**src/common/cache_pkg.sv**
```systemverilog
// ********************
// cache_pkg: line geometry and access size encoding for the data cache
// ********************
`default_nettype none

package cache_pkg;

    localparam int ADDR_BITS   = 32;               // cpu byte address
    localparam int LINE_BYTES  = 16;
    localparam int LINE_BITS   = LINE_BYTES * 8;   // 128
    localparam int OFFSET_BITS = $clog2(LINE_BYTES);

    // store and load width, encoded as on the cpu side
    typedef enum logic [1:0] {
        SIZE_WORD = 2'd0,
        SIZE_BYTE = 2'd1,
        SIZE_HALF = 2'd2
    } access_size_e;

endpackage

`default_nettype wire
```
**src/cache/cache_decode.sv**
```systemverilog
// ********************
// cache_decode: latches a cpu request and splits it into tag, index, offset,
// byte mask and line-aligned store data
// ********************
`timescale 1ns/1ps
`default_nettype none

module cache_decode
    import cache_pkg::*;
#(
    parameter int NUM_SETS = 64,
    localparam int INDEX_BITS = $clog2(NUM_SETS),
    localparam int TAG_BITS = ADDR_BITS - INDEX_BITS - OFFSET_BITS
) (
    input  wire                     clk,
    input  wire                     rst_n,
    input  wire [ADDR_BITS-1:0]     addr,
    input  wire [31:0]              wdata,
    input  wire access_size_e       size,
    input  wire                     read_en,
    input  wire                     write_en,
    input  wire                     busy,
    output logic [TAG_BITS-1:0]     req_tag,
    output logic [INDEX_BITS-1:0]   req_index,
    output logic [OFFSET_BITS-1:0]  req_offset,
    output access_size_e            req_size,
    output logic                    req_write,
    output logic                    req_valid,
    output logic [LINE_BYTES-1:0]   byte_mask,
    output logic [LINE_BITS-1:0]    line_wdata
);

    logic                   accept;
    logic [OFFSET_BITS-1:0] offset_in;
    logic [LINE_BYTES-1:0]  mask_in;
    logic [LINE_BITS-1:0]   data_in;

    assign accept    = !busy && (read_en ^ write_en);   // exactly one strobe
    assign offset_in = addr[OFFSET_BITS-1:0];

    always_comb begin
        case (size)
            SIZE_BYTE: mask_in = LINE_BYTES'(1) << offset_in;
            SIZE_HALF: mask_in = LINE_BYTES'(3) << offset_in;
            default:   mask_in = LINE_BYTES'(15) << offset_in;
        endcase
    end

    // bytes above the access width are shifted in too but never masked on
    assign data_in = LINE_BITS'(wdata) << {offset_in, 3'b000};

    always_ff @(posedge clk or negedge rst_n) begin
        if (!rst_n) begin
            req_valid <= 1'b0;
        end else begin
            req_valid <= accept;    // one-cycle pulse
        end
    end

    always_ff @(posedge clk) begin
        if (accept) begin
            req_tag    <= addr[ADDR_BITS-1 -: TAG_BITS];
            req_index  <= addr[OFFSET_BITS +: INDEX_BITS];
            req_offset <= offset_in;
            req_size   <= size;
            req_write  <= write_en;
            byte_mask  <= mask_in;
            line_wdata <= data_in;
        end
    end

endmodule

`default_nettype wire

```
**config.mk**
```make
export PLATFORM = sky130hd
export DESIGN_NAME = cache_decode
export DESIGN_NICKNAME = d
export VERILOG_FILES = /design/src/common/cache_pkg.sv /design/src/cache/cache_decode.sv
export SDC_FILE = /design/constraint.sdc
export NUM_CORES = 1
export LEC_CHECK = 0
export BUFFER_PORTS_ARGS = -buffer_cell sky130_fd_sc_hd__buf_2
export CAP_MARGIN = 20
export CORE_UTILIZATION = 47
export CTS_BUF_LIST = sky130_fd_sc_hd__clkbuf_2
export CTS_CLUSTER_DIAMETER = 100
export DETAILED_ROUTE_END_ITERATION = 6
export PLACE_DENSITY = 0.78
export SLEW_MARGIN = 20
export SYNTH_ARGS = -nofsm -noshare
export SYNTH_HDL_FRONTEND = slang
export SYNTH_SLANG_ARGS = --single-unit
```
**constraint.sdc**
```tcl
create_clock -name clk -period 0.8 [get_ports clk]
set_clock_uncertainty 0.15 [all_clocks]
set_input_delay 0.04 -clock clk [delete_from_list [all_inputs] [get_ports clk]]
set_output_delay 0.04 -clock clk [all_outputs]
set_load 0.02 [all_outputs]
```
# Yosys cells after proc, flatten, opt, wreduce, memory -nomap -nowiden
# Index checks and enable logic that the tools add are counted.
[classes]
reduce_logical = 2
shift = 4
n_eq_ne = 2
n_bitwise = 1
mux = 1
[ops]
columns = ["operator", "count"]
rows = [
  ["32-bit by 7-bit left shift with 128-bit output", 1],
  ["16-bit one-hot mux with 2 select lines", 1],
  ["1-bit by 4-bit left shift with 16-bit output (first input constant)", 1],
  ["2-bit by 4-bit left shift with 16-bit output (first input constant)", 1],
  ["4-bit by 4-bit left shift with 16-bit output (first input constant)", 1],
  ["2-bit by 1-bit == test with 1-bit output (second input constant)", 1],
  ["2-bit == test (second input constant)", 1],
  ["1-bit logical AND", 1],
  ["1-bit zero test", 1],
  ["1-bit bitwise XOR", 1],
]
[word_totals]
ff_bits = 180
wordCells = 18
output_inout_bits = 180

# Logic depth before layout (Yosys ltp)
# Gate-level depths: netlist of the first run.
[logic_depth]
word_depth = 2
depth_mapped = 6

# Least setup slack after synthesis of the first run
# No wires, ideal clock.
[synth_path]
path_kind = "input to register"
from = "in read_en"
to = "reg req_valid"
setup_ns = 0.909
cell_stages = 2
n_path_buf = 0
setup_slack_ns = -7.903
arrival_time_ns = 7.644
cell_sequence = "xnor2_1 -> nor2_1"
[synth_via]
elab_chain_cells = 2
[synth_rtl]
columns = ["item", "line_no", "rtl"]
rows = [
  ["from (decl)", "cache_decode.sv:20", "input wire read_en,"],
  ["1-bit bitwise XOR", "cache_decode.sv:38", "assign accept = !busy && (read_en ^ write_en);"],
  ["1-bit logical AND", "cache_decode.sv:38", ""],
  ["net accept", "cache_decode.sv:33", "logic accept;"],
  ["to (signal assigned)", "cache_decode.sv:56", "req_valid <= accept;"],
  ["to (decl)", "cache_decode.sv:28", "output logic req_valid,"],
]
# The timed path passes the listed nets, and every way through them passes these cells.
# A chain may end at the register's enable or synchronous reset.

# Worst setup path in the final report of the first run
[layout_path]
from = "reg line_wdata[127]"
to = "out line_wdata[127]"
[layout_lines]
columns = ["item", "line_no", "rtl"]
rows = [
  ["from (decl)", "cache_decode.sv:30", "output logic [LINE_BITS-1:0] line_wdata"],
  ["from (signal assigned)", "cache_decode.sv:68", "line_wdata <= data_in;"],
]
# No word-level cell between the ends.

==> impl_results.md, run 1 <==
* Remaining max-slew budget at the tightest pin at 64.7%
* Gate family responsible for the most delay along the worst path: flip-flops
* Effective utilization at floorplan at 48.0%
* Portion of the post-synthesis area used by sequential elements at 71.1%
* Placement Setup Slack at -1020 ps
* Met3 Resource Use GR at 5.41%
* Critical path cell sequence: buf_6
* GRT Total Usage at 29.7%
* Maximum VDD drop at 1.14 mV
* Cell chosen for the clock root: clkbuf_2
* Die outline width at 129 µm
* Cell internal power dissipation at 15.8 mW
* Final period utilization at 209%
* Number of maximum-capacitance constraint violations at 0
* Largest net degree at the start of global routing at 58
* Placed cell count at 1056
* Synthesis-to-finish area growth at 65.1%
* Startpoint type of the worst setup path: flop
* Antenna violations before repair at 1
* Portion of total power attributed to the clock network at 22.8%
* Flip-flop and latch area at 5400 µm²
* Hold Worst Slack at -624 ps
* IO buf count at 250
* Warning count from the yosys run at 0
* Vias in the first global route at 6316
* Worst path arrival time at 1480 ps
* Part of the power in registers at 51.4%
* Number of synthesized flops with an enable pin at 179
* Vias per std cell at 5.41
* Number of H-tree levels at 4
* Critical path buffers and inverters at 1
* Shortest clock period the worst path allows after layout at 1670 ps
* Endpoints failing hold at 321
* Area taken by multi-input logic gates at 2320 µm²
* Total gr overflow at 0
* Area enclosed by the die boundary at 16700 µm²
* Global routing usage on met1 at 37.0%
* Critical path endpoint category: primary output
* Worst-margin pin slew at 528 ps
* Synthesized area divided by synthesized cell count at 15.1 µm²
* Post-route antenna net violation count at 0
* Gp weighted congestion at 0.907
* Run status: complete, but fails checks
* Std-Cell Core Area at 15800 µm²
* CTS tree: yes
* Fraction of power spent switching nets at 31.1%
* First-iteration detailed-routing DRC count at 702
* Vertical die dimension at 129 µm
* Top flip-flop cell by instance count after synthesis: edfxtp_1
* Final Worst Setup Slack at -874 ps
* Setup Total Neg Slack at -282750 ps
* GR peak layer: met2
* Total DRC errors in the routed layout at 1
* Clock Sinks at 180
* Buffer depth of the longest clock path at 2
* Combined area of all synthesized cells at 7600 µm²
* Boundary Pins at 251
* Final HPWL from detailed placement at 17000 µm
* Largest incremental delay on the critical path at 500 ps
* Ys async rst share at 0.556%
* Final setup vio count at 517
* Unrepaired setup endpoints after global routing: true
* Leak Pwr at 4.93 nW
* Wire length of the first global-routing pass at 35700 µm
* Number of nets in the layout at 1040
* Part of the total power dissipated in combinational logic at 25.8%
* Fillers at 898
* Type of the tightest min-delay check: in -> reg
* Gate count of the mapped netlist at 504
* Switching power of the nets at 7.14 mW
* Number of buffers inserted during clock tree synthesis at 17
* Slowest stage cell, crit path: edfxtp_1
* Wire length per cell at 22.3 µm
* Achievable Freq at 0.597 GHz
* Count of non-filler cells in the finished layout at 1198
* Total power per unit cell area at 1830 nW/µm²
* Number of synthesized register bits at 180
* Pre-Repair DR Iteration Count at 7
* Proportion of layout cells with a drive suffix above 1 at 48.9%
* Total Wirelength at 26700 µm
* Clk slew on worst S/H paths at 320 ps
* Total via count after detailed routing at 6477
* Synthesized netlist net count at 576
* Final Max Tran Viols at 0
* Required time of the critical path at 610 ps
* Distinct cell type count after synthesis at 53
* Crit-path max FO at 1
* Type of the worst setup path: reg -> out
* Total power draw at 23.0 mW
* Num rows at 46
* Global-route track usage on met2 at 52.2%
* Failing checks: design-rule violations, negative hold slack, negative setup slack
## registers in the layout, indices dropped and copies added (netlist names)
register	count
line_wdata	128
req_tag	22
byte_mask	16
req_index	6
req_offset	4
req_size	2
req_valid	1
req_write	1
## cell usage in the layout (no fill, tap or decap), types with 15 or more instances in the layout
cell and instances:
edfxtp_1 179, buf_6 143, buf_4 116, buf_2 109, dlygate4sd3_1 97, nor2_1 63
nor2b_1 34, clkbuf_2 19, and2_1 18, o22ai_1 16, mux2_4 16, a221o_1 15
## layer usage
metal,vias up,share of wire (%)
li1,2868,-
met1,3166,39
met2,385,52
met3,58,7.2
met4,0,2.3
met5,-,0
## worst paths after layout
check | slack (ps) | start | endpoint | cells after the start
worst max-delay path | -870 | line_wdata[127]$_SDFFCE_PN0P_ | line_wdata[127] | 1
worst min-delay path | -620 | addr[1] | req_offset[1]$_DFFE_PP_ | 1
max in group asynchronous | 0 | rst_n | req_valid$_DFF_PN0_ | 4
min in group asynchronous | 410 | rst_n | req_valid$_DFF_PN0_ | 4
## what timing repair did
action                                  4_1_cts  5_1_grt
buffers inserted                              0        9
endpoints found under the hold margin       360      333
hold buffers                                 97       38
gates resized for setup                      95      214
endpoints found under the setup margin      235      506
pin swaps                                     0        8
## Yosys cell counts, types with 2 or more instances
cell type / n / share of area, %
a21boi_1: 7 / 0.69
a22oi_1: 8 / 0.79
mux2i_1: 22 / 2.9
nor2_1: 66 / 3.3
mux2i_2: 2 / 0.36
inv_1: 4 / 0.20
buf_6: 5 / 0.74
nand3b_2: 2 / 0.30
buf_2: 18 / 1.2
mux2_2: 15 / 2.2
nand2b_1: 4 / 0.33
a222oi_1: 7 / 0.92
and3b_1: 4 / 0.46
a221o_1: 15 / 2.0
a21o_1: 2 / 0.20
a32oi_1: 8 / 0.92
and2_1: 18 / 1.5
buf_4: 3 / 0.30
or3_1: 2 / 0.16
a21boi_0: 3 / 0.30
o22ai_1: 17 / 1.4
nor2b_1: 37 / 3.0
nor3b_1: 2 / 0.20
a21oi_1: 10 / 0.66
o21ai_0: 3 / 0.20
nand2_1: 10 / 0.49
edfxtp_1: 179 / 71
clkbuf_1: 6 / 0.30
## stage by stage
stage	cell area (µm²)	utilization (%)
CTS	11800	74.7
detailed placement	10300	64.9
finish	12500	79.3
global route	12500	79.3
global placement	10300	64.9
floorplan	8070	-
## area by class of cell
class                   instances  share of cell area, %
diodes                          1                 0.0199
well taps                     216                   2.15
flip-flops and latches        180                   43.0
repair buffers                479                   33.9
clock buffers                  17                  0.678
clock inverters                15                   1.53
inverters                       5                  0.229
multi-input cells             285                   18.5
## power by group through the flow
stage	Sequential, mW	Combinational, mW	Clock [mW]
2_1_floorplan	13.0	1.43	0
3_3_place_gp	11.8	4.50	0
3_5_place_dp	11.8	4.58	0
5_1_grt	11.9	6.17	5.65
4_1_cts	11.7	5.20	5.16
6_report	11.8	5.93	5.24
## logic make-up after synthesis
group / synth area share, %
AND/OR/NAND/NOR: 11.4
adder cells (fa/ha/maj): 0.165
AO/OA/AOI/OAI: 8.66
multiplexers: 5.68
buffers and inverters: 2.88
XOR/XNOR: 0.115
flip-flops: 71.1
No activity file was read; power rests on OpenSTA's default activity.
==> inputs of run 2 (changes only) <==
CORE_MARGIN = 3   (was default)
SETUP_SLACK_MARGIN = 0.5   (was default)
==> impl_results.md, run 2 (same netlist as run 1, synthesis figures left out) <==
* Max reg flops at 128
* Number of maximum-capacitance constraint violations at 0
* Total gr overflow at 0
* Vias per std cell at 5.97
* Final Max Tran Viols at 0
* Number of buffers inserted during clock tree synthesis at 17
* Boundary Pins at 251
* Unrepaired setup endpoints after global routing: true
* Number of nets in the layout at 1025
* Vias in the first global route at 6725
* GRT Total Usage at 29.8%
* Effective utilization at floorplan at 49.1%
* Register with the most flip-flops: line_wdata
* Slowest stage cell, crit path: edfxtp_1
* Endpoints failing hold at 360
* Placed cell count at 1057
* Synthesis-to-finish area growth at 83.3%
* IO buf count at 250
* Remaining max-slew budget at the tightest pin at 64.0%
* Largest registers: line_wdata x128, req_tag x22, byte_mask x16
* Largest incremental delay on the critical path at 500 ps
* Maximum VDD drop at 0.970 mV
* Buffer depth of the longest clock path at 2
* Type of the tightest min-delay check: in -> async
* Achievable Freq at 0.607 GHz
* Total Wirelength at 32500 µm
* Leading cell type in the layout, fill and taps excluded: buf_6
* Non-Filler Cell Area, Final at 13900 µm²
* Commonest cells after routing, fill and taps aside: 190 x buf_6, 179 x edfxtp_1, 112 x buf_2, 87 x buf_4, 39 x nor2_1
* Critical path buffers and inverters at 1
* Gate family responsible for the most delay along the worst path: flip-flops
* Startpoint type of the worst setup path: flop
* Count of non-filler cells in the finished layout at 1178
* Critical path endpoint category: primary output
* Final HPWL from detailed placement at 17900 µm
* Clk slew on worst S/H paths at 300 ps
* Gp weighted congestion at 0.947
* Final setup vio count at 182
* Final core occ at 90.0%
* Required time of the critical path at 610 ps
* Antenna violations before repair at 1
* Worst path arrival time at 1460 ps
* Shortest clock period the worst path allows after layout at 1650 ps
* Pre-Repair DR Iteration Count at 7
* Total via count after detailed routing at 7033
* Area post-placement at 10300 µm²
* Hold Worst Slack at -1210 ps
* Die outline width at 133 µm
* Total power draw at 24.9 mW
* Critical path cell sequence: buf_6
* Std-Cell Core Area at 15500 µm²
* Setup Total Neg Slack at -138700 ps
* Number of H-tree levels at 4
* Cell chosen for the clock root: clkbuf_2
* Crit-path max FO at 1
* Placement Setup Slack at -893 ps
* Post-route antenna net violation count at 0
* Final Worst Setup Slack at -847 ps
* Worst-margin pin slew at 540 ps
* Failing checks: design-rule violations, negative hold slack, negative setup slack
* Total power per unit cell area at 1780 nW/µm²
* Vertical die dimension at 133 µm
* First-iteration detailed-routing DRC count at 925
* Proportion of layout cells with a drive suffix above 1 at 67.7%
* CTS tree: yes
* Area enclosed by the die boundary at 17700 µm²
* Clock Sinks at 180
* Leak Pwr at 5.41 nW
* Largest net degree at the start of global routing at 55
* Num rows at 45
* Total DRC errors in the routed layout at 8
* Wire length per cell at 27.6 µm
* Type of the worst setup path: reg -> out
* Wire length of the first global-routing pass at 39600 µm
* Run status: complete, but fails checks
* Final period utilization at 206%
[run 2: routing by layer]
metal	wire, µm	part of all wire (%)	GRT usage, %	vias up
met5	0	0	0	-
li1	-	-	-	2850
met3	3350	10	6.91	158
met4	1720	5.3	11.1	0
met2	16300	50	50.4	592
met1	11100	34	37.7	3433
[run 2: how the worst max path moves through the flow]
stage / from / to / slack [ps] / cells after the start
global route: line_wdata[56]$_SDFFCE_PP0P_ / line_wdata[56] / -890 / 1
finish: byte_mask[7]$_SDFFCE_PP0P_ / byte_mask[7] / -850 / 1
floorplan: write_en / byte_mask[0]$_SDFFCE_PP0P_ / -2600 / 2
detailed placement: addr[1] / line_wdata[102]$_SDFFCE_PN0P_ / -890 / 5
CTS: line_wdata[50]$_SDFFCE_PP0P_ / line_wdata[50] / -830 / 1
global placement: addr[1] / line_wdata[101]$_SDFFCE_PN0P_ / -860 / 5
[run 2: final cells by class]
cell class	count	area [µm²]
Multi-Input combinational cell	287	3050
Clock buffer	19	95.1
Fill cell	556	1550
Antenna cell	1	2.50
Inverter	5	28.8
Tap cell	211	264
Timing Repair Buffer	462	4890
Sequential cell	180	5400
Clock inverter	13	196
[run 2: repair_timing]
action / CTS / global route
endpoints found under the hold margin: 360 / 360
gates resized for setup: 318 / 244
buffers inserted: 39 / 23
pin swaps: 67 / 50
gates cloned: 16 / 10
endpoints found under the setup margin: 501 / 504
[run 2: where the power goes]
part           internal, mW  total (mW)  leakage, nW  switching (mW)
Combinational          3.72        7.45         3.68            3.73
Clock                  2.16        5.62        0.177            3.46
Sequential             11.4        11.8         1.55           0.421
