===== config.mk =====
export PLATFORM = sky130hd
export DESIGN_NAME = cache_result
export DESIGN_NICKNAME = d
export VERILOG_FILES = /design/src/common/cache_pkg.sv /design/src/cache/cache_result.sv
export SDC_FILE = /design/constraint.sdc
export NUM_CORES = 1
export LEC_CHECK = 0
export BUFFER_PORTS_ARGS = -buffer_cell sky130_fd_sc_hd__buf_4
export CORE_AREA = 2 2 218 220
export DETAILED_ROUTE_END_ITERATION = 10
export DIE_AREA = 0 0 220 222
export PLACE_DENSITY = 0.48
export SLEW_MARGIN = 20
export SYNTH_ARGS = -nofsm -noshare
export SYNTH_HDL_FRONTEND = slang
export SYNTH_SLANG_ARGS = --single-unit

===== constraint.sdc =====
create_clock -name vclk -period 5.2
set_clock_uncertainty 0.2 [all_clocks]
set_input_delay 0.78 -clock vclk [all_inputs]
set_output_delay 0.78 -clock vclk [all_outputs]
set_load 0.05 [all_outputs]

===== src/common/cache_pkg.sv =====
// ********************
// cache_pkg: line geometry and access size encoding for the data cache
// ********************
`default_nettype none

package cache_pkg;

    localparam int ADDR_BITS   = 32;               // cpu byte address
    localparam int LINE_BYTES  = 16;
    localparam int LINE_BITS   = LINE_BYTES * 8;   // 128
    localparam int OFFSET_BITS = $clog2(LINE_BYTES);

    // store and load width, encoded as on the cpu side
    typedef enum logic [1:0] {
        SIZE_WORD = 2'd0,
        SIZE_BYTE = 2'd1,
        SIZE_HALF = 2'd2
    } access_size_e;

endpackage

`default_nettype wire

===== src/cache/cache_result.sv =====
// ********************
// cache_result: picks the hit line and aligns the load data
// ********************
`timescale 1ns/1ps
`default_nettype none

module cache_result
    import cache_pkg::*;
#(
    parameter int NUM_WAYS = 4
) (
    input  wire [NUM_WAYS-1:0]              way_hit,
    input  wire [NUM_WAYS*LINE_BITS-1:0]    way_line,
    input  wire [OFFSET_BITS-1:0]           req_offset,
    input  wire access_size_e               req_size,
    output logic [31:0]                     rdata
);

    logic [LINE_BITS-1:0] line_sel;
    logic [LINE_BITS-1:0] line_shift;

    // at most one way hits, so an or of the masked lines is enough
    always_comb begin
        line_sel = '0;
        for (int w = 0; w < NUM_WAYS; w++) begin
            if (way_hit[w]) begin
                line_sel = line_sel | way_line[w*LINE_BITS +: LINE_BITS];
            end
        end
    end

    assign line_shift = line_sel >> {req_offset, 3'b000};

    always_comb begin
        case (req_size)
            SIZE_BYTE: rdata = {24'd0, line_shift[7:0]};    // zero-extended
            SIZE_HALF: rdata = {16'd0, line_shift[15:0]};
            default:   rdata = line_shift[31:0];
        endcase
    end

endmodule

`default_nettype wire


# == After elaboration in Yosys (flattened, before gate mapping) ==
# Index checks and enable logic that the tools add are counted.
# Widths: inputs -> output; s select.
# totals
output_inout_bits,32
inputBits,522
elab_cells,11
register_bits,0
# classes
shifts,1
mux,5
bitwise,3
n_eq_ne,2
# op_table
cell,n
$mux 128,4
$or 128x128->128,3
$shr 128x7->32,1
$pmux 32 s2,1
$eq 2x1->1 const B,1
$eq 2x2->1 const B,1

# == Longest topological paths before layout ==
# Gate-level depths: netlist of the first run.
# logic_depth
depth_word,9
mapped_depth,9
ltp_nobuf,7

# == Worst setup path after synthesis of the first run ==
# OpenSTA, ideal clock, no wires.
# synth_path
path_type,in2out
from,in way_hit[1]
to,out rdata[27]
required_ps,4220
n_path_buf,2
setup_slack_ps,1129
cell_stages,6
arrival_time_ps,3091
cell_sequence,buf_2 -> buf_2 -> a221oi_1 -> mux4_2 -> and2_1 -> a211oi_1
# synth_between
elab_chain_len,7
# synth_rtl
item,line,rtl
start: declaration,cache_result.sv:12,"input wire [NUM_WAYS-1:0] way_hit,"
$mux 128 (*),cache_result.sv:26,if (way_hit[w]) begin
$or 128x128->128,cache_result.sv:27,line_sel = line_sel | way_line[w*LINE_BITS +: LINE_BITS];
$mux 128 (*),cache_result.sv:26,
$or 128x128->128,cache_result.sv:27,
$mux 128 (*),cache_result.sv:26,
$shr 128x7->32 (*),cache_result.sv:32,"assign line_shift = line_sel >> {req_offset, 3'b000};"
$pmux 32 s2 (*),cache_result.sv:35,case (req_size)
end: declaration,cache_result.sv:16,output logic [31:0] rdata
# Mark *: on every way between the ends. The rest lies on a longest branch, timed or not.

# == Worst setup path after layout of the first run ==
# layout_path
from,in way_hit[3]
to,out rdata[27]
# layout_between
elab_chain_len,3
# layout_rtl
item,line
$mux 128,cache_result.sv:26
$shr 128x7->32,cache_result.sv:32
$pmux 32 s2,cache_result.sv:35
# Every way passes these cells.

==> results of run 1 <==
-- worst min-delay path: stages --
cell	delay [ns]
buf_4	0.25
nand2_1	0.14
a31oi_1	0.08
buf_4	0.19
-- layer usage --
layer | up-vias | wire [um] | global-route usage [%]
li1 | 4566 | - | -
met4 | 2 | 2045 | 6.430
met5 | - | 13 | 0
met3 | 96 | 3928 | 3.032
met1 | 4930 | 21020 | 24.91
met2 | 626 | 25390 | 35.54
-- power breakdown --
group	switching [W]	internal, W	total (W)
clock network	0	0.000000000129	0.000000000129
registers	0	0	0
logic	0.000705	0.000576	0.00128
-- cells in the final DEF (no fill, tap or decap), types with 3 or more instances in the layout --
cell type and count:
and2_1 18, a22oi_2 9, a22oi_1 214, o221ai_1 9, nor2_1 27, o21a_1 4
o211a_1 5, nand2_1 127, a211oi_1 4, o311ai_0 4, mux4_2 52, buf_6 4
mux2i_1 5, a22o_1 22, nor3_1 6, mux2_2 8, o221a_2 4, o211ai_1 20
a31o_2 3, buf_4 582, nand2b_1 3, nand3_1 51, diode_2 5, inv_1 5
a221oi_1 17, a2111oi_0 3, o311a_1 5, o21ai_0 30, o22ai_1 15, a21oi_1 35
a31oi_1 5, a21bo_2 3
-- final cells by class --
| cell class | instances | area (um^2) | area share (%) |
|---|---|---|---|
| multi-input combinational | 751 | 5746 | 52.33 |
| timing repair buffer | 587 | 4434 | 40.39 |
| tap | 607 | 759.5 | 6.917 |
| inverter | 7 | 27.53 | 0.2507 |
| antenna | 5 | 12.51 | 0.1140 |
-- final timing paths --
path / cells after the start / endpoint / startpoint / slack [ns]
max: 8 / rdata[27] / way_hit[3] / 0.88
min: 4 / rdata[6] / req_offset[2] / 2.05
-- logic make-up (layout without fill, tap and decap cells) --
family	Yosys count	in the layout	synth area share [%]
muxes	65	65	20.52
and+or+nand+nor	245	245	16.84
adders and majority gates	1	1	0.1957
AOI/OAI and AO/OA	440	440	52.31
other	0	5	0
buffers and inverters	106	594	10.14
-- per-stage QoR --
step / power (W) / hold slack, ns
finish: 0.001281 / 2.054
global route: 0.001366 / 2.078
CTS: 0.001287 / 2.065
detailed placement: 0.001284 / 2.064
global placement: 0.001276 / 2.067
floorplan: 0.0006613 / 1.712
==> impl_results.md, run 1 <==
- Status: finished, final reports clean
- Cell area after layout: 10980 um^2
- Syn nets: 1380
- Crit path max-delay family: buffers and inverters
- GRT Total Usage: 20.17%
- Number of antenna violations at the first check in global routing: 6
- Placed inst area: 10970 um^2
- Top cell type by total area after synthesis: a22oi_1
- First-pass GRT wire length: 72420 um
- Most area-consuming cells after synthesis: a22oi_1, mux4_2, nand2_1
- Detailed-route via count: 10220
- Layout Cells excl Fill: 1957
- CP Class: in -> out
- Worst slew pin tran: 1.145 ns
- Slowest-stage cell, CP: buf_6
- Vias in the first global route: 10516
- Die X: 220 um
- CP max FO: 91
- Pwr Density: 116.7 nW/um^2
- Maxcap violations: 0
- Synth cell count leaders: a22oi_1, nand2_1, mux4_2
- WP data arrival: 3.34 ns
- Flip-flop and latch count: 0
- Critical path's largest stage delay: 0.57 ns
- Initial core utilization: 13.82%
- Critical-path cell list: buf_6 > buf_4 > a22oi_1 > nand2_1 > nor2_1 > o32a_1 > a211oi_1 > buf_4
- Largest net degree at the start of global routing: 112
- GRT overflow: 0
- Post-CTS Repair Setup Buffers: 0
- Yosys cell types: 67
- Die area: 48840 um^2
- Tcrit/Tclk final: 83.05%
- Yosys top cell area share: 25.14%
- Placed instance count: 1952
- Layout cells sized above 1: 50.11%
- Fill cells: 5162
- Static Leak: 4.854 nW
- RSZ-0062 raised after global routing: false
- Drt drc: 0
- Setup_tns: 0 ns
- Mean Syn Cell Area: 7.458 um^2
- Sequential area share after synthesis: 0%
- Final GP Congestion: 0.9465
- Final hold violations: 0
- Placeable Area: 46260 um^2
- Register cell area after layout: 0 um^2
- Endpoints failing setup: 0
- Post-Syn Area: 6391 um^2
- Crit path time final: 4.319 ns
- Final Util: 23.73%
- Slew Limit Fails: 0
- Number of cell rows: 79
- HPWL after DPL: 42940 um
- Dpl ws: 0.8745 ns
- Nets: 1870
- Max rail drop VDD: 0.05520 mV
- Worst rel slew slack: 23.70%
- Io pins: 554
- DRT Pass-1 Iters: 6
- Final WL: 52390 um
- Count leader, synth: a22oi_1
- Avg WL per Cell: 26.77 um
- Top cell by count, worst path: buf_4
- Cts repair resizes: 0
- Yosys warns: 0
- Fmax: 231.6 MHz
- Die Ht: 222 um
- Detail Route Antenna Nets: 0
- Drt first-iter violations: 745
- Synthesis-to-finish area growth: 71.79%
- IO Port Bufs: 554
- Worst setup margin: 0.8814 ns
- CP bufs+invs: 3
- Hold crit path type: in -> out
- Clock Buffer Count: 0
- Mapped Cells: 857
- Vias/cell: 5.222
- CP Launch Type: input pin
- Crit end category: output port
- Req. time, crit path: 4.22 ns
- Hold buffer count at cts: 0
No activity file was read; power rests on OpenSTA's default activity.
==> run 2, diff against run 1 <==
ABC_AREA = 1   (was unset)
PLACE_DENSITY = 0.51   (was 0.48)
clock period = 4.5 ns   (was 5.2 ns; I/O delays follow)
==> impl_results.md, run 2 <==
- Multi-input logic area: 6690 um^2
- Slew Limit Fails: 0
- Hold crit path type: in -> out
- Final GP Congestion: 0.9663
- Post-CTS Repair Setup Buffers: 0
- GRT Total Usage: 20.54%
- GRT overflow: 0
- Commonest cells after routing, fill and taps aside: nand2_1, buf_4, nand3_1
- Cell area after layout: 12130 um^2
- Slowest-stage cell, CP: inv_1
- Final WL: 53510 um
- Internal power: 0.0005880 W
- Maxcap violations: 0
- Count leader, synth: nand2_1
- Comb power frac: 100.0%
- Detailed-route via count: 13080
- Placeable Area: 46260 um^2
- Nets: 2849
- Flip-flop and latch count: 0
- Final Util: 26.23%
- Req. time, crit path: 3.62 ns
- Largest net degree at the start of global routing: 129
- Diodes inserted: 0
- Flop pwr share: 0%
- Hold buffer count at cts: 0
- Layout cells sized above 1: 25.22%
- Critical-path cell list: buf_4 > inv_2 > nor2_4 > inv_1 > a21oi_1 > nor2_1 > nand2_1 > a21oi_1 > buf_4
- Crit end category: output port
- Mapped Cells: 1866
- Met2 Use GR: 36.72%
- Number of antenna violations at the first check in global routing: 0
- Die X: 220 um
- Status: finished, final reports clean
- Tcrit/Tclk final: 78.40%
- Placed inst area: 12130 um^2
- Final hold violations: 0
- Vias/cell: 4.463
- Crit path time final: 3.528 ns
- First-pass GRT wire length: 76040 um
- Cts repair resizes: 0
- Worst rel slew slack: 53.21%
- CP Class: in -> out
- DRT Pass-1 Iters: 5
- Number of cell rows: 79
- Die area: 48840 um^2
- M1 GR Usage: 26.39%
- Synth cell count leaders: nand2_1, nand3_1, nor2_1
- Critical path's largest stage delay: 0.53 ns
- Clock Buffer Count: 0
- Yosys warns: 0
- Commonest non-fill, non-tap cell in the layout: nand2_1
- Fill cells: 5471
- Switching Fraction: 60.75%
- Worst slew pin tran: 0.7011 ns
- Post-Syn Area: 7632 um^2
- Sequential area share after synthesis: 0%
- Drt first-iter violations: 895
- Met3 GRT Util: 2.154%
- Detail Route Antenna Nets: 0
- Syn nets: 2389
- Register cell area after layout: 0 um^2
- Vias in the first global route: 12288
- Most area-consuming cells after synthesis: nand2_1, nand3_1, nor2_1
- Setup_tns: 0 ns
- Top cell type by total area after synthesis: nand2_1
- Pwr Density: 123.5 nW/um^2
- Endpoints failing setup: 0
- Mean Syn Cell Area: 4.090 um^2
- IO Port Bufs: 554
- WP data arrival: 2.65 ns
- Clk pwr share: 0%
- CP Launch Type: input pin
- CP max FO: 25
- HPWL after DPL: 44400 um
- RSZ-0062 raised after global routing: false
- Yosys cell types: 19
- Sw Pwr: 0.0009102 W
- Drt drc: 0
- Max rail drop VDD: 0.05837 mV
- Io pins: 554
- GRT busiest layer: met2
- Fmax: 283.4 MHz
- Static Leak: 7.368 nW
- Avg WL per Cell: 18.26 um
- Yosys top cell area share: 62.90%
- Die Ht: 222 um
- Initial core utilization: 16.50%
- Synthesis-to-finish area growth: 58.98%
[run 2: cell types whose count changed after synthesis, moves of 15 or more]
cell / previous run / this run
o22ai_1: 15 / 0
o21ai_0: 31 / 7
a22oi_1: 214 / 0
mux4_2: 52 / 0
o211ai_1: 20 / 0
nand3_1: 51 / 165
buf_4: 3 / 34
a21oi_1: 35 / 57
nand2_1: 127 / 1279
a22o_1: 22 / 0
nor2_1: 28 / 157
and2_1: 18 / 0
a221oi_1: 17 / 0
inv_1: 5 / 51
[run 2: layout make-up]
cell class / instances / share of cell area (%)
inverters: 54 / 1.691
multi-input cells: 1690 / 55.14
well taps: 607 / 6.259
repair buffers: 580 / 36.91
[run 2: final timing paths]
path	startpoint	to	cells after the start
max	req_offset[2]	rdata[13]	9
min	req_offset[2]	rdata[2]	6
[run 2: cell families after synthesis]
family | share of synthesized area (%)
buffers and inverters | 12.34
and+or+nand+nor | 82.51
adders and majority gates | 0.1639
AOI/OAI and AO/OA | 4.984
[run 2: metal layers]
layer  up-vias  share of wire [%]  wire length [um]
met5         -                  0                 0
met4         0                2.4              1287
met3        43                7.3              3900
met2       589                 49             26040
met1      5839                 42             22290
li1       6609                  -                 -
[run 2: critical path: cells and delay by family]
kind | cells | cell delay [ns]
simple gates | 3 | 0.21
buf+inv | 4 | 1.40
compound gates | 2 | 0.34
[run 2: power by group through the flow]
stage / combinational, W / clock, W / sequential, W
after floorplan: 0.000781 / 0 / 0
after global placement: 0.00151 / 0 / 0
after detailed placement: 0.00151 / 0 / 0
after CTS: 0.00152 / 0 / 0
after global routing: 0.00165 / 0 / 0
final: 0.00150 / 0 / 0
[run 2: per-stage QoR]
step / total power, W / cells / hold WS [ns] / setup WS, ns
floorplan: 0.0007805 / 1866 / 1.631 / 1.315
global placement: 0.001511 / 2931 / 1.808 / 0.9855
detailed placement: 0.001514 / 2931 / 1.813 / 0.9804
CTS: 0.001519 / 2931 / 1.814 / 0.9641
global route: 0.001645 / 2931 / 1.858 / 0.7973
finish: 0.001498 / 2931 / 1.812 / 0.9718
==> run 3, diff against run 2 <==
PLACE_DENSITY = 0.53   (was 0.51)
clock period = 2.85 ns   (was 4.5 ns; I/O delays follow)
==> impl_results.md, run 3 (synthesis gave the netlist of run 2 again) <==
- Diodes inserted: 0
- Worst slew pin tran: 0.3845 ns
- Static Leak: 7.858 nW
- DRT Pass-1 Iters: 5
- RSZ-0062 raised after global routing: true
- Status: finished, final reports clean
- Number of antenna violations at the first check in global routing: 0
- Drt drc: 0
- Die area: 48840 um^2
- Clock Buffer Count: 0
- Avg WL per Cell: 18.15 um
- Placed inst area: 12800 um^2
- Fmax: 361.2 MHz
- Slew Limit Fails: 0
- Cell area after layout: 13080 um^2
- Fin Hold WS: 1.283 ns
- Crit end category: output port
- Final hold violations: 0
- CP Class: in -> out
- Nets: 2933
- Hold crit path type: in -> out
- Initial core utilization: 16.50%
- Die X: 220 um
- Req. time, crit path: 2.22 ns
- Synthesis-to-finish area growth: 71.39%
- GRT Total Usage: 20.64%
- Layout cells sized above 1: 29.32%
- CP Launch Type: input pin
- Maxcap violations: 0
- Io pins: 554
- Fill cells: 5577
- Commonest non-fill, non-tap cell in the layout: nand2_1
- Placed instance count: 3012
- Largest net degree at the start of global routing: 62
- Layout Cells excl Fill: 3015
- Vias/cell: 4.455
- Max rail drop VDD: 0.08229 mV
- Placeable Area: 46260 um^2
- Register cell area after layout: 0 um^2
- Tcrit/Tclk final: 97.15%
- WP data arrival: 2.14 ns
- Vias in the first global route: 12694
- Final GP Congestion: 0.9430
- Post-CTS Repair Setup Buffers: 0
- Flip-flop and latch count: 0
- HPWL after DPL: 45610 um
- Crit path time final: 2.769 ns
- Number of cell rows: 79
- Commonest cells after routing, fill and taps aside: nand2_1, buf_4, nand3_1
- Final WL: 54730 um
- Multi-input logic area: 6820 um^2
- Hold buffer count at cts: 0
- IO Port Bufs: 554
- Detail Route Antenna Nets: 0
- Detailed-route via count: 13433
- Endpoints failing setup: 0
- GRT overflow: 0
- Total power: 0.002574 W
- Drt first-iter violations: 883
- First-pass GRT wire length: 75820 um
- Worst rel slew slack: 74.27%
- Die Ht: 222 um
- CP max FO: 58
- Pwr Density: 196.8 nW/um^2
==> run 3: what timing repair did <==
item / 4_1_cts / 5_1_grt
gates resized for setup: 4 / 54
gates cloned: 0 / 3
endpoints found under the setup margin: 3 / 27
==> run 3: critical path, stage by stage <==
cell     delay (ns)
buf_4          0.14
buf_12         0.17
nand2_1        0.10
nand2_1        0.07
nor2_1         0.13
buf_4          0.16
nand2_1        0.11
nand3_1        0.11
nand2_1        0.06
nand2_1        0.09
nand3_1        0.11
nand2_1        0.14
inv_1          0.06
buf_4          0.19
==> run 3: final timing paths <==
path,from,depth (start not counted),slack (ns),end
max,way_hit[2],14,0.08,rdata[7]
min,req_offset[3],5,1.28,rdata[26]
==> run 3: report_power, final <==
part / switching (W) / leakage (nW) / internal [W]
logic: 0.00149 / 7.86 / 0.00108
registers: 0 / 0 / 0
clock network: 0 / 0 / 0
total: 0.00149 / 7.86 / 0.00108
==> run 3: metal layers <==
metal  GRT usage, %  wire length (um)  part of all wire [%]
met1          25.62             22690                    41
met2          37.52             26730                    49
met3          2.771              3873                   7.1
met4          4.178              1434                   2.6
met5              0                 0                     0
==> run 3: area by class of cell <==
| type | instances | area share, % |
|---|---|---|
| Inverter | 54 | 1.569 |
| Multi-Input combinational cell | 1690 | 52.14 |
| Tap cell | 607 | 5.806 |
| Timing Repair Buffer | 664 | 40.49 |
==> run 3: metrics by stage <==
step	util [%]	TNS (ns)	setup slack, ns
5_1_grt	28.28	-0.04669	-0.02401
6_report	28.28	0	0.08128
2_1_floorplan	-	0	0.1601
4_1_cts	27.71	0	0.004529
3_5_place_dp	27.68	-0.1586	-0.1188
3_3_place_gp	27.68	-0.2036	-0.1260
