[src/common/cache_pkg.sv]
// ********************
// cache_pkg: line geometry and access size encoding for the data cache
// ********************
`default_nettype none

package cache_pkg;

    localparam int ADDR_BITS   = 32;               // cpu byte address
    localparam int LINE_BYTES  = 16;
    localparam int LINE_BITS   = LINE_BYTES * 8;   // 128
    localparam int OFFSET_BITS = $clog2(LINE_BYTES);

    // store and load width, encoded as on the cpu side
    typedef enum logic [1:0] {
        SIZE_WORD = 2'd0,
        SIZE_BYTE = 2'd1,
        SIZE_HALF = 2'd2
    } access_size_e;

endpackage

`default_nettype wire
[src/cache/cache_ctrl.sv]
// ********************
// cache_ctrl: lookup, dirty write-back and refill state machine
// ********************
`timescale 1ns/1ps
`default_nettype none

module cache_ctrl
    import cache_pkg::*;
#(
    parameter int NUM_WAYS = 4,
    parameter int NUM_SETS = 64,
    localparam int WAY_BITS = $clog2(NUM_WAYS),
    localparam int INDEX_BITS = $clog2(NUM_SETS),
    localparam int TAG_BITS = ADDR_BITS - INDEX_BITS - OFFSET_BITS
) (
    input  wire                             clk,
    input  wire                             rst_n,
    input  wire                             req_valid,
    input  wire                             req_write,
    input  wire [INDEX_BITS-1:0]            req_index,
    input  wire [TAG_BITS-1:0]              req_tag,
    input  wire [NUM_WAYS-1:0]              way_hit,
    input  wire [NUM_WAYS-1:0]              way_dirty,
    input  wire [NUM_WAYS*TAG_BITS-1:0]     way_tag,
    input  wire [NUM_WAYS*LINE_BITS-1:0]    way_line,
    input  wire [WAY_BITS-1:0]              victim_way,
    input  wire                             mem_save_done,
    input  wire                             mem_load_done,
    input  wire [LINE_BITS-1:0]             mem_rdata,
    output logic                            busy,
    output logic                            done,
    output logic                            hit,
    output logic [NUM_WAYS-1:0]             way_store,
    output logic [NUM_WAYS-1:0]             way_fill,
    output logic [LINE_BITS-1:0]            fill_line,
    output logic                            touch,
    output logic [WAY_BITS-1:0]             touch_way,
    output logic                            mem_save,
    output logic                            mem_load,
    output logic [ADDR_BITS-1:0]            mem_addr,
    output logic [LINE_BITS-1:0]            mem_wdata
);

    typedef enum logic [2:0] {
        IDLE,
        LOOKUP,     // second lookup after a refill
        SAVE,
        LOAD,
        FILL
    } state_e;

    state_e              state;
    state_e              state_next;
    logic [WAY_BITS-1:0] victim_q;
    logic [WAY_BITS-1:0] hit_way;
    logic [TAG_BITS-1:0] victim_tag;
    logic                lookup;
    logic                any_hit;
    logic                miss;

    always_comb begin
        hit_way = '0;
        for (int w = 0; w < NUM_WAYS; w++) begin
            if (way_hit[w]) begin
                hit_way = WAY_BITS'(w);
            end
        end
    end

    assign any_hit = |way_hit;
    assign lookup  = (state == IDLE && req_valid) || state == LOOKUP;
    assign miss    = lookup && !any_hit;

    assign done = lookup && any_hit;
    assign hit  = done && state == IDLE;        // found on the first try
    assign busy = req_valid || state != IDLE;

    assign way_store = {NUM_WAYS{done && req_write}} & way_hit;
    assign way_fill  = (state == FILL) ? NUM_WAYS'(1) << victim_q : '0;
    assign touch     = done || state == FILL;
    assign touch_way = (state == FILL) ? victim_q : hit_way;

    // write-back goes to the victim's own line address
    assign victim_tag = way_tag[victim_q*TAG_BITS +: TAG_BITS];
    assign mem_save   = state == SAVE;
    assign mem_load   = state == LOAD;
    assign mem_addr   = {mem_save ? victim_tag : req_tag, req_index, OFFSET_BITS'(0)};
    assign mem_wdata  = way_line[victim_q*LINE_BITS +: LINE_BITS];

    always_comb begin
        state_next = state;
        case (state)
            IDLE, LOOKUP: begin
                if (miss) begin
                    state_next = way_dirty[victim_way] ? SAVE : LOAD;
                end else if (state == LOOKUP) begin
                    state_next = IDLE;
                end
            end
            SAVE: begin
                if (mem_save_done) state_next = LOAD;
            end
            LOAD: begin
                if (mem_load_done) state_next = FILL;
            end
            FILL:    state_next = LOOKUP;
            default: state_next = IDLE;
        endcase
    end

    always_ff @(posedge clk or negedge rst_n) begin
        if (!rst_n) begin
            state    <= IDLE;
            victim_q <= '0;
        end else begin
            state <= state_next;
            if (miss) begin
                victim_q <= victim_way;     // held until the refill is written
            end
        end
    end

    always_ff @(posedge clk) begin
        if (state == LOAD && mem_load_done) begin
            fill_line <= mem_rdata;
        end
    end

endmodule

`default_nettype wire

[config.mk]
export PLATFORM = sky130hd
export DESIGN_NAME = cache_ctrl
export DESIGN_NICKNAME = d
export VERILOG_FILES = /design/src/common/cache_pkg.sv /design/src/cache/cache_ctrl.sv
export SDC_FILE = /design/constraint.sdc
export NUM_CORES = 1
export LEC_CHECK = 0
export BUFFER_PORTS_ARGS = -buffer_cell sky130_fd_sc_hd__buf_2
export CORE_AREA = 2 2 418 420
export CTS_BUF_LIST = sky130_fd_sc_hd__clkbuf_16
export DETAILED_ROUTE_END_ITERATION = 16
export DIE_AREA = 0 0 420 422
export SLEW_MARGIN = 10
export SYNTH_ARGS = -nofsm -noshare
export SYNTH_HDL_FRONTEND = slang
export SYNTH_SLANG_ARGS = --single-unit
[constraint.sdc]
create_clock -name clk -period 14.2 [get_ports clk]
set_input_delay 1.42 -clock clk [delete_from_list [all_inputs] [get_ports clk]]
set_output_delay 1.42 -clock clk [all_outputs]
set_load 0.005 [all_outputs]
Word-level counts from Yosys, hierarchy flattened

Cells that the tools add are included.

Register bits: 133
Bits of input ports: 772
Logic and storage cells: 45

Multiply operators: 1
Magnitude comparators: 1
Equality and inequality tests: 7
Shift operators: 3
Muxes and demuxes: 14
Bitwise gates (word level): 1
Reductions and logical operators: 15

Operators with widths:

| operator                                             | number |
|---|---|
| indexed part select 512 x 10 -> 128 bit              | 1 |
| indexed part select 88 x 8 -> 22 bit                 | 1 |
| two-way mux 22 bit                                   | 1 |
| two-way mux 3 bit                                    | 4 |
| case mux 3 bit (4 select lines)                      | 1 |
| equality test 3 x 2 -> 1 bit (second input constant) | 2 |
| logical AND 1 bit                                    | 6 |
| multiplier 2 x 4 -> 6 bit (second input constant)    | 1 |
| two-way mux 2 bit                                    | 3 |
| bitwise AND 4 bit                                    | 1 |
| two-way mux 4 bit                                    | 1 |
| != test 2 bit (second input constant)                | 2 |
| OR reduction 4 bit                                   | 1 |
| << shifter 1 x 2 -> 4 bit (first input constant)     | 1 |
| equality test 3 x 1 -> 1 bit (second input constant) | 1 |
| equality test 3 bit (second input constant)          | 1 |
| logical NOT 3 bit                                    | 1 |
| logical OR 1 bit                                     | 3 |
| < comparator 2 x 3 -> 1 bit (second input constant)  | 1 |
| two-way mux 1 bit                                    | 3 |
| != test 3 bit (second input constant)                | 1 |
| AND reduction 3 bit                                  | 1 |
| nonzero test 3 bit                                   | 1 |
| binary-select mux 1 bit (select 2 bit)               | 1 |
| 2 further kinds                                      | 2 |

Longest topological paths before layout

Gate-level depths: netlist (run 1).

Word-level depth: 6
Gate-level depth with buffers: 5
Depth with buffers taken out: 3

Least setup slack after synthesis (run 1)

Ideal clock, no wire load.

Path kind: input-to-reg
Start: in mem_load_done
End: reg fill_line[0] (enable)
Setup time: 616 ps
Arrival: 6818 ps
Required time: 13584 ps
Setup slack: 6765 ps
Cell stages on the path: 2
Path buffers: 0
Path through: nand2_1 nor2_1

Cells in the longest elaborated chain, start to end: 1

RTL lines:

| element              | RTL line          | text |
|---|---|---|
| from (decl)          | cache_ctrl.sv:28  | `input wire mem_load_done,` |
| logical AND 1 bit    | cache_ctrl.sv:124 | `if (state == LOAD && mem_load_done) begin` |
| to (signal assigned) | cache_ctrl.sv:125 | `fill_line <= mem_rdata;` |
| to (decl)            | cache_ctrl.sv:35  | `output logic [LINE_BITS-1:0] fill_line,` |

No other way between the ends.
A chain may end at the register's enable or synchronous reset.

Worst setup path after layout (run 1)

Start: reg victim_q[0]
End: out mem_wdata[37]

Cells in the longest elaborated chain, start to end: 1

RTL lines:

| element                                 | RTL line          | text |
|---|---|---|
| from (decl)                             | cache_ctrl.sv:54  | `logic [WAY_BITS-1:0] victim_q;` |
| from (signal assigned)                  | cache_ctrl.sv:118 | `victim_q <= victim_way;` |
| indexed part select 512 x 10 -> 128 bit | cache_ctrl.sv:88  | `assign mem_wdata = way_line[victim_q*LINE_BITS +: LINE_BITS];` |
| to (decl)                               | cache_ctrl.sv:41  | `output logic [LINE_BITS-1:0] mem_wdata` |

No other way between the ends.

==> summary.txt, run 1 <==
Place
  • RD Place Congestion: 0.9857
  • HPWL Detailed: 95,410 um
  • Cells after DPL: 3,749
  • PortBufs: 1,059

Clock tree
  • Worst skew pair latency: 0.50 ns
  • CTS Buf Count: 17
  • CTS tree: yes
  • Hold buffer count at CTS: 0
  • Post CTS Setup Buffer Count: 0
  • CTS resizes: 0
  • Reg clk slew, reported paths: 0.07 ns
  • CTS H-Tree Depth: 4
  • Sink Count: 133
  • Deepest clock path buffer count: 2
  • Root buffer cell: clkbuf_16

Floorplanning
  • Die Height: 422 um
  • Die X: 420 um
  • Core area: 0.1729 sq mm
  • Initial core utilization: 0.04748
  • DIE AREA: 0.1772 sq mm
  • Io pins: 1,076
  • Row count: 153

Global routing
  • Pin count of the biggest net entering global routing: 64
  • First-pass GRT wire length: 121,000 um
  • Gr usage total: 0.1112
  • Vias in the first global route: 9,471
  • GRT Residual Overflow: 0
  • Initial antenna violation count: 130

Routing
  • DR vias: 10,310
  • Routed vias/inst: 2.690
  • Drt wl/cell: 27.13 um
  • Total Routed Length: 104,000 um
  • Detailed Route Iter0 Violations: 1,127
  • Antenna Nets Post-Route: 0
  • TritonRoute pass-1 iters: 7
  • Residual DRC count: 0

Timing
  • Setup total negative slack: 0 ns
  • Fmax: 180.4 MHz
  • Finish-stage setup viols: 0
  • Max_slew headroom: 0.2648
  • RSZ-0062 raised after global routing: false
  • Final Cycle Share: 0.3903
  • Final min period: 5.542 ns
  • Worst slew pin tran: 1.100 ns
  • Fin. Hold Viols: 0
  • Fin. max-slew vios: 0
  • Skew final: 0.01282 ns

Layout
  • Most common cell after layout, fill and taps aside: buf_2
  • Area growth from synthesis to layout: 106.4%
  • Layout cell share with drive strength beyond 1: 0.8812
  • Most frequent cells in the layout: buf_2, mux4_2, edfxtp_1
  • Fin nets: 2,215
  • Post-Layout Cell Count: 3,833
  • Fillcell total: 20,030

Logic synthesis
  • Synth cell types: 28
  • Mean Syn Cell Area: 20.52 sq um
  • Cell Area, Synth: 0.008208 sq mm
  • Synth warn: 0
  • Sequential fraction of the synthesis area: 0.4835
  • Post-synthesis register bit count: 133
  • Mapped Cells: 400

Power
  • Leakage power: 6.846 nW
  • VDD IR max: 119.2 uV
  • Pwr dens: 143.9 mW/mm^2

Critical path
  • Worst reg2reg path depth: 4
  • Critical Path Sink Type: output port
  • CP required: 12.78 ns
  • CP Launch Type: flop
  • Reg2reg start: state[1]$_DFFE_PN0P_
  • Worst-path fanout max: 45
  • R2R setup slack: 10.71 ns
  • Crit path DAT: 4.12 ns
  • Critical path class: flop to output port
  • Crit Reg-Reg Endpoint: fill_line[125]$_DFFE_PP_

Min path
  • Hold Path Cell Cnt: 1
  • HP Start: state[2]$_DFFE_PN0P_
  • Hold WC Path Type: flop to flop
  • Min-Delay Endpoint: state[1]$_DFFE_PN0P_

Run
  • MaxCap Viol Count: 0

Outcome
  • Status: finished, final reports clean
## critical path, stage by stage (launching register included)
cell     delay (ns)
dfrtp_4        0.66
buf_4          0.66
buf_4          0.59
buf_4          0.77
mux4_2         0.63
buf_2          0.17
## through the flow
step / setup slack [ns] / area [sq um] / util / power, mW / hold WS, ns
after floorplan: 6.765 / 8219 / - / 1.225 / 0.5119
after global placement: 9.067 / 16220 / 0.09383 / 2.004 / 0.5568
after detailed placement: 9.032 / 16220 / 0.09383 / 2.003 / 0.5697
after CTS: 8.447 / 16810 / 0.09726 / 2.514 / 0.5802
after global routing: 8.194 / 16890 / 0.09771 / 2.561 / 0.6221
final: 8.658 / 16940 / 0.09802 / 2.438 / 0.5808
## worst max path at each step
stage | from | to | slack (ns)
floorplan | mem_load_done | fill_line[0]$_DFFE_PP_ | 6.77
global route | victim_q[0]$_DFFE_PN0P_ | mem_wdata[112] | 8.19
detailed placement | victim_q[0]$_DFFE_PN0P_ | mem_wdata[15] | 9.03
finish | victim_q[0]$_DFFE_PN0P_ | mem_wdata[37] | 8.66
CTS | victim_q[0]$_DFFE_PN0P_ | mem_wdata[26] | 8.45
global placement | victim_q[0]$_DFFE_PN0P_ | mem_wdata[15] | 9.07
## routing by layer
layer | part of all wire | up-vias | global-route usage
met3 | 0.12 | 219 | 0.04631
met1 | 0.35 | 5184 | 0.1287
li1 | - | 3960 | -
met2 | 0.49 | 882 | 0.1873
met5 | 0.0041 | - | 0
met4 | 0.031 | 64 | 0.02884
## cell usage after synthesis, drive strengths merged
master     n  area share
conb       1     0.00046
and2       1     0.00076
nand2b     1     0.00076
dfrtp      5       0.015
edfxtp   128        0.47
a32oi      1      0.0011
buf       39       0.033
nor2      10      0.0049
and3       6      0.0046
nand4bb    1      0.0014
nand3      3      0.0018
nor3       2      0.0012
a21oi      3      0.0018
inv        2     0.00091
mux4     151        0.41
or3b       1      0.0011
nor2b      2      0.0015
nor4       2      0.0041
mux2      24       0.033
nor3b      1     0.00091
clkbuf     9      0.0041
a311oi     2      0.0021
or2        2      0.0015
nand2      3      0.0014
## area by class of cell
type / instances / area (sq um) / share of cell area
multi-input cells: 220 / 3953 / 0.2333
diodes: 52 / 130.1 / 0.007680
clock inverters: 15 / 167.7 / 0.009895
inverters: 2 / 7.507 / 0.0004431
clock buffers: 17 / 425.4 / 0.02511
flip-flops and latches: 133 / 3976 / 0.2347
repair buffers: 1069 / 5375 / 0.3172
well taps: 2325 / 2909 / 0.1717
## registers in the layout, indices dropped and copies added, names as in the netlist
| register | flops |
|---|---|
| fill_line | 128 |
| victim_q | 2 |
| state | 3 |
## where the power goes
part,internal (mW),switching [mW]
combinational,0.658,0.787
clock,0.262,0.219
sequential,0.473,0.0386
total,1.39,1.04
## logic make-up after synthesis
kind of cell | after synthesis | share of synthesized area
AOI/OAI and AO/OA | 6 | 0.005031
buffers and inverters | 50 | 0.03781
DFF | 133 | 0.4835
and+or+nand+nor | 35 | 0.02592
other | 1 | 0.0004569
muxes | 175 | 0.4473
(Power assumes the default switching activity.)
==> run 2, diff against run 1 <==
- clock period: 14.2 -> 4.7 ns (I/O delays scaled with it)
==> run 2 against run 1 <==
Cell count about the same. Clock-buffer cell count unchanged. Register-to-register slack worse by 8.4 ns. Core utilization is 0.053 points higher. Die area stayed put. Clock skew up 0.0055 ns. Worst setup slack got worse by 7.3 ns. Critical path depth down 1. Sequential cell count unchanged. Largest power group unchanged.
==> summary.txt, run 2 (synthesis results as in run 1) <==
Outcome
  • Status: finished, final reports clean

Critical path
  • Worst-path fanout max: 32 (-29%)
  • Critical path class: flop to output port
  • CP Launch Type: flop
  • Worst reg2reg path depth: 3 (-1)
  • Reg2reg start: state[1]$_DFFE_PN0P_
  • CP required: 4.23 ns (-8.55 ns)
  • R2R setup slack: 2.29 ns (-8.42 ns)
  • Critical Path Sink Type: output port
  • Crit path DAT: 2.89 ns (-1.23 ns)
  • Crit Reg-Reg Endpoint: fill_line[100]$_DFFE_PP_

Min path
  • Hold Path Cell Cnt: 1 (unchanged)
  • Min-Delay Endpoint: fill_line[127]$_DFFE_PP_
  • HP Start: mem_rdata[127]
  • Hold WC Path Type: primary input to flop

Clock tree
  • Post CTS Setup Buffer Count: 0 (unchanged)
  • Reg clk slew, reported paths: 0.08 ns (about the same)
  • Sink Count: 133 (unchanged)
  • CTS resizes: 0 (unchanged)
  • Root buffer cell: clkbuf_16
  • CTS H-Tree Depth: 4 (unchanged)
  • CTS Buf Count: 17 (unchanged)
  • Deepest clock path buffer count: 2 (unchanged)
  • Worst skew pair latency: 0.51 ns (about the same)
  • CTS tree: yes
  • Hold buffer count at CTS: 1 (+1)

Routing
  • Detailed Route Iter0 Violations: 1,271 (+13%)
  • Antenna Nets Post-Route: 0 (unchanged)
  • Routed vias/inst: 2.848 (+5.9%)
  • DR vias: 10,910 (+5.9%)
  • TritonRoute pass-1 iters: 5 (-2)
  • Drt wl/cell: 30.44 um (+12%)
  • Residual DRC count: 0 (unchanged)
  • Total Routed Length: 116,600 um (+12%)

Global routing
  • First-pass GRT wire length: 135,500 um (+12%)
  • Pin count of the biggest net entering global routing: 101 (+58%)
  • Gr usage total: 0.1250 (+0.01381)
  • Vias in the first global route: 9,972 (+5.3%)
  • GRT Residual Overflow: 0 (unchanged)
  • Initial antenna violation count: 154 (+18%)

Power
  • Leakage power: 6.902 nW (+0.82%)
  • Seq pwr share: 0.218 (+0.008)
  • Clock share of power: 0.200 (+0.002)
  • Int Pwr: 4.314 mW (+210%)
  • Comb pwr share: 0.581 (-0.012)
  • Pwr dens: 435.1 mW/mm^2 (+200%)
  • Sw Ratio: 0.4180 (-0.01047)
  • VDD IR max: 265.4 uV (+120%)
  • Sw Pwr: 3.098 mW (+200%)

Place
  • Cells after DPL: 3,754 (+0.13%)
  • RD Place Congestion: 1.058 (+7.3%)
  • HPWL Detailed: 108,000 um (+13%)
  • PortBufs: 1,059 (unchanged)

Timing
  • Final Cycle Share: 0.7145
  • Finish-stage setup viols: 0 (unchanged)
  • Max_slew headroom: 0.2619 (-0.002908)
  • Fin. Hold Viols: 0 (unchanged)
  • Setup total negative slack: 0 ns (unchanged)
  • Skew final: 0.01828 ns (+0.005460 ns)
  • RSZ-0062 raised after global routing: false
  • Final min period: 3.358 ns
  • Worst slew pin tran: 1.107 ns (+0.006973 ns)
  • Fmax: 297.8 MHz
  • Fin. max-slew vios: 0 (unchanged)

Floorplanning
  • DIE AREA: 0.1772 sq mm (unchanged)
  • Initial core utilization: 0.04748 (unchanged)
  • Core area: 0.1729 sq mm (unchanged)
  • Row count: 153 (unchanged)
  • Io pins: 1,076 (unchanged)
  • Die Height: 422 um (unchanged)
  • Die X: 420 um (unchanged)

Layout
  • Most frequent cells in the layout: buf_2, mux4_2, edfxtp_1
  • Layout cell share with drive strength beyond 1: 0.8817 (about the same)
  • Max reg flops: 128 (unchanged)
  • Area growth from synthesis to layout: 107.5%
  • Post-Layout Cell Count: 3,832 (-0.026%)
  • Top Registers: fill_line (128), state (3), victim_q (2)
  • Largest Register: fill_line
  • Most common cell after layout, fill and taps aside: buf_2
  • Fin nets: 2,221 (+0.27%)

Run
  • MaxCap Viol Count: 0 (unchanged)
[run 2: worst max path at each step]
| stage | startpoint | end | slack (ns) | depth (start not counted) |
|---|---|---|---|---|
| 3_3_place_gp | victim_q[0]$_DFFE_PN0P_ | mem_addr[12] | 1.79 | 4 |
| 6_report | victim_q[0]$_DFFE_PN0P_ | mem_addr[23] | 1.34 | 4 |
| 5_1_grt | victim_q[0]$_DFFE_PN0P_ | mem_wdata[33] | 1.18 | 3 |
| 4_1_cts | victim_q[0]$_DFFE_PN0P_ | mem_addr[12] | 1.21 | 4 |
| 3_5_place_dp | victim_q[0]$_DFFE_PN0P_ | mem_addr[12] | 1.78 | 4 |
| 2_1_floorplan | state[2]$_DFFE_PN0P_ | fill_line[0]$_DFFE_PP_ | 0.27 | 2 |
[run 2: layer usage]
| metal | global-route usage | up-vias | wire length [um] |
|---|---|---|---|
| li1 | - | 3963 | - |
| met1 | 0.1330 | 5409 | 38400 |
| met2 | 0.2189 | 1162 | 59400 |
| met3 | 0.05485 | 286 | 14490 |
| met4 | 0.04077 | 94 | 3747 |
| met5 | 0 | - | 591 |
[run 2: layout make-up]
| cell class | count | area, sq um |
|---|---|---|
| clock buffers | 17 | 425.4 |
| flip-flops and latches | 133 | 3976 |
| fillers | 19970 | 155800 |
| diodes | 45 | 112.6 |
| repair buffers | 1075 | 5460 |
| clock inverters | 15 | 191.4 |
| inverters | 2 | 7.507 |
| multi-input cells | 220 | 3953 |
| well taps | 2325 | 2909 |
[run 2: through the flow]
step	instance area, sq um	hold WS (ns)	utilization	power, mW	setup WS [ns]
after floorplan	8222	0.1744	-	3.693	0.2691
after global placement	16300	0.2976	0.09427	6.013	1.787
after detailed placement	16300	0.3003	0.09427	6.006	1.776
after CTS	16920	0.07166	0.09789	7.565	1.207
after global routing	16980	0.09317	0.09820	7.714	1.184
final	17040	0.1262	0.09855	7.412	1.342
[run 2: worst max-delay path, stage by stage, from the launching register on]
cell and delay [ns]:
dfrtp_4 0.90, buf_12 0.29, mux4_2 0.65, mux2_2 0.32, buf_2 0.18
[run 2: power by group through the flow]
| stage | sequential (mW) | clock, mW | combinational [mW] |
|---|---|---|---|
| floorplan | 1.50 | 0 | 2.20 |
| global placement | 1.65 | 0 | 4.37 |
| detailed placement | 1.65 | 0 | 4.36 |
| CTS | 1.63 | 1.55 | 4.39 |
| global route | 1.64 | 1.58 | 4.50 |
| finish | 1.62 | 1.49 | 4.31 |
==> run 3, diff against run 2 <==
- clock period: 4.7 -> 2.7 ns (I/O delays scaled with it)
==> run 3 against run 2 <==
The flow now finishes with violations (setup timing). Worst setup slack got worse by 1.3 ns. Combinational power is 110% higher. Wire length about the same. Die area stayed put. Via count grew 4.1%. Critical path depth is 1 higher. Critical path type unchanged.
==> summary.txt, run 3 (synthesis results as in run 1) <==
Routing
  • Detailed Route Iter0 Violations: 1,095 (-14%)
  • Residual DRC count: 0 (unchanged)
  • TritonRoute pass-1 iters: 5 (unchanged)
  • Routed vias/inst: 2.860 (+0.40%)
  • Antenna Nets Post-Route: 0 (unchanged)
  • Total Routed Length: 116,600 um (about the same)
  • DR vias: 11,360 (+4.1%)
  • Drt wl/cell: 29.34 um (-3.6%)

Global routing
  • Vias in the first global route: 11,090 (+11%)
  • Pin count of the biggest net entering global routing: 50 (-50%)
  • Global Route met3 Usage: 0.05675 (+0.001904)
  • Gr usage total: 0.1252 (+0.0002236)
  • First-pass GRT wire length: 137,200 um (+1.3%)
  • GR peak layer: met2
  • GRT Residual Overflow: 0 (unchanged)
  • Met2 Use GR: 0.2155 (-0.003432)
  • Initial antenna violation count: 132 (-14%)
  • Met1 Use GR: 0.1367 (+0.003722)

Timing
  • Skew final: 0.01502 ns (-0.003256 ns)
  • Fin. max-slew vios: 0 (unchanged)
  • Max_slew headroom: 0.4861 (+0.2243)
  • Worst hold slack: 0.1151 ns (-0.01102 ns)
  • Setup WS post-layout: -0.0008540 ns (-1.343 ns)
  • Final min period: 2.701 ns
  • Final Cycle Share: 1.000
  • RSZ-0062 raised after global routing: true
  • Worst slew pin tran: 0.7691 ns (-0.3380 ns)
  • Fmax: 370.3 MHz
  • Fin. Hold Viols: 0 (unchanged)
  • Finish-stage setup viols: 1 (+1)

Clock tree
  • CTS tree: yes
  • Deepest clock path buffer count: 2 (unchanged)
  • Sink Count: 133 (unchanged)
  • CTS Buf Count: 17 (unchanged)
  • CTS H-Tree Depth: 4 (unchanged)
  • Reg clk slew, reported paths: 0.07 ns (about the same)
  • Worst skew pair latency: 0.50 ns (about the same)
  • Root buffer cell: clkbuf_16

Power
  • VDD IR max: 725.8 uV (+170%)
  • Pwr dens: 749.3 mW/mm^2 (+72%)
  • Clock share of power: 0.183 (-0.017)
  • Comb pwr share: 0.631 (+0.050)
  • Sw Pwr: 5.828 mW (+88%)
  • Int Pwr: 8.281 mW (+92%)
  • Seq pwr share: 0.186 (-0.032)
  • Sw Ratio: 0.4131 (-0.004938)
  • Leakage power: 7.708 nW (+12%)

Outcome
  • Status: complete, but fails checks
  • Failing checks: setup timing

Layout
  • Most common cell after layout, fill and taps aside: buf_2
  • Most frequent cells in the layout: buf_2, mux4_2, dlygate4sd3_1
  • Largest Register: fill_line
  • Top Registers: fill_line (128), state (3), victim_q (2)
  • Post-Layout Cell Count: 3,974 (+3.7%)
  • Max reg flops: 128 (unchanged)
  • Layout cell share with drive strength beyond 1: 0.8130 (-0.06863)
  • Fin nets: 2,370 (+6.7%)
  • Area growth from synthesis to layout: 129.4%

Place
  • PortBufs: 1,059 (unchanged)
  • HPWL Detailed: 104,600 um (-3.2%)
  • RD Place Congestion: 1.071 (+1.2%)
  • Cells after DPL: 3,760 (+0.16%)

Floorplanning
  • Core area: 0.1729 sq mm (unchanged)
  • Die X: 420 um (unchanged)
  • DIE AREA: 0.1772 sq mm (unchanged)
  • Row count: 153 (unchanged)
  • Io pins: 1,076 (unchanged)
  • Die Height: 422 um (unchanged)
  • Initial core utilization: 0.04748 (unchanged)

Critical path
  • Critical path class: flop to output port
  • Worst-path fanout max: 7 (-78%)
  • Critical Path Sink Type: output port
  • CP required: 2.43 ns (-1.80 ns)
  • Crit path DAT: 2.43 ns (-0.46 ns)
  • CP Launch Type: flop

Min path
  • Hold WC Path Type: primary input to flop

Run
  • MaxCap Viol Count: 0 (unchanged)
## run 3: final timing paths
path / start / to / slack, ns / cells after the start
worst min register to register: state[2]$_DFFE_PN0P_ / state[1]$_DFFE_PN0P_ / 0.60 / 1
max in group asynchronous: rst_n / victim_q[0]$_DFFE_PN0P_ / 2.32 / 2
worst max register to register: state[0]$_DFFE_PN0P_ / fill_line[44]$_DFFE_PP_ / 0.81 / 4
min in group asynchronous: rst_n / state[0]$_DFFE_PN0P_ / 0.21 / 2
worst min-delay path: victim_way[1] / victim_q[1]$_DFFE_PN0P_ / 0.12 / 2
worst max-delay path: victim_q[0]$_DFFE_PN0P_ / mem_addr[16] / -0.0009 / 5
## run 3: per-stage QoR
stage / util / power [mW] / instance area, sq um / setup WS [ns] / TNS (ns)
2_1_floorplan: - / 6.439 / 8239 / -0.1992 / -25.50
3_3_place_gp: 0.09509 / 10.85 / 16440 / 0.2970 / 0
3_5_place_dp: 0.09509 / 10.86 / 16440 / 0.2787 / 0
4_1_cts: 0.1080 / 14.44 / 18680 / -0.08309 / -1.147
5_1_grt: 0.1085 / 14.76 / 18760 / -0.06881 / -0.5909
6_report: 0.1089 / 14.11 / 18830 / -0.0008540 / -0.0008540
## run 3: power groups by stage
stage / Sequential, mW / Clock (mW) / Combinational (mW)
6_report: 2.63 / 2.58 / 8.90
5_1_grt: 2.65 / 2.75 / 9.36
4_1_cts: 2.63 / 2.74 / 9.07
3_5_place_dp: 2.75 / 0 / 8.11
3_3_place_gp: 2.74 / 0 / 8.10
2_1_floorplan: 2.60 / 0 / 3.84
## run 3: what timing repair did
item	in CTS	in global routing
hold buffers	131	0
buffers inserted	9	1
hold endpoints to repair	135	0
resized for setup	33	13
cloned	3	0
endpoints found under the setup margin	113	38
## run 3: cell type report
type                            instances  area (sq um)
Clock buffer                           17         425.4
Antenna cell                           39         97.59
Tap cell                             2325          2909
Timing Repair Buffer                 1224          7212
Inverter                                2         7.507
Sequential cell                       133          3976
Multi-Input combinational cell        220          4023
Fill cell                           19880        154000
Clock inverter                         14         177.7
## run 3: worst max-delay path, stage by stage, from the launching register on
cell	delay, ns
dfrtp_4	0.44
buf_12	0.16
buf_16	0.15
mux4_2	0.68
mux2_4	0.33
buf_6	0.12
## run 3: metal layers
| layer | vias up | wire length, um | share of wire |
|---|---|---|---|
| met5 | - | 582 | 0.0050 |
| li1 | 4249 | - | - |
| met4 | 66 | 3642 | 0.031 |
| met1 | 5753 | 40970 | 0.35 |
| met3 | 248 | 13580 | 0.12 |
| met2 | 1048 | 57830 | 0.50 |
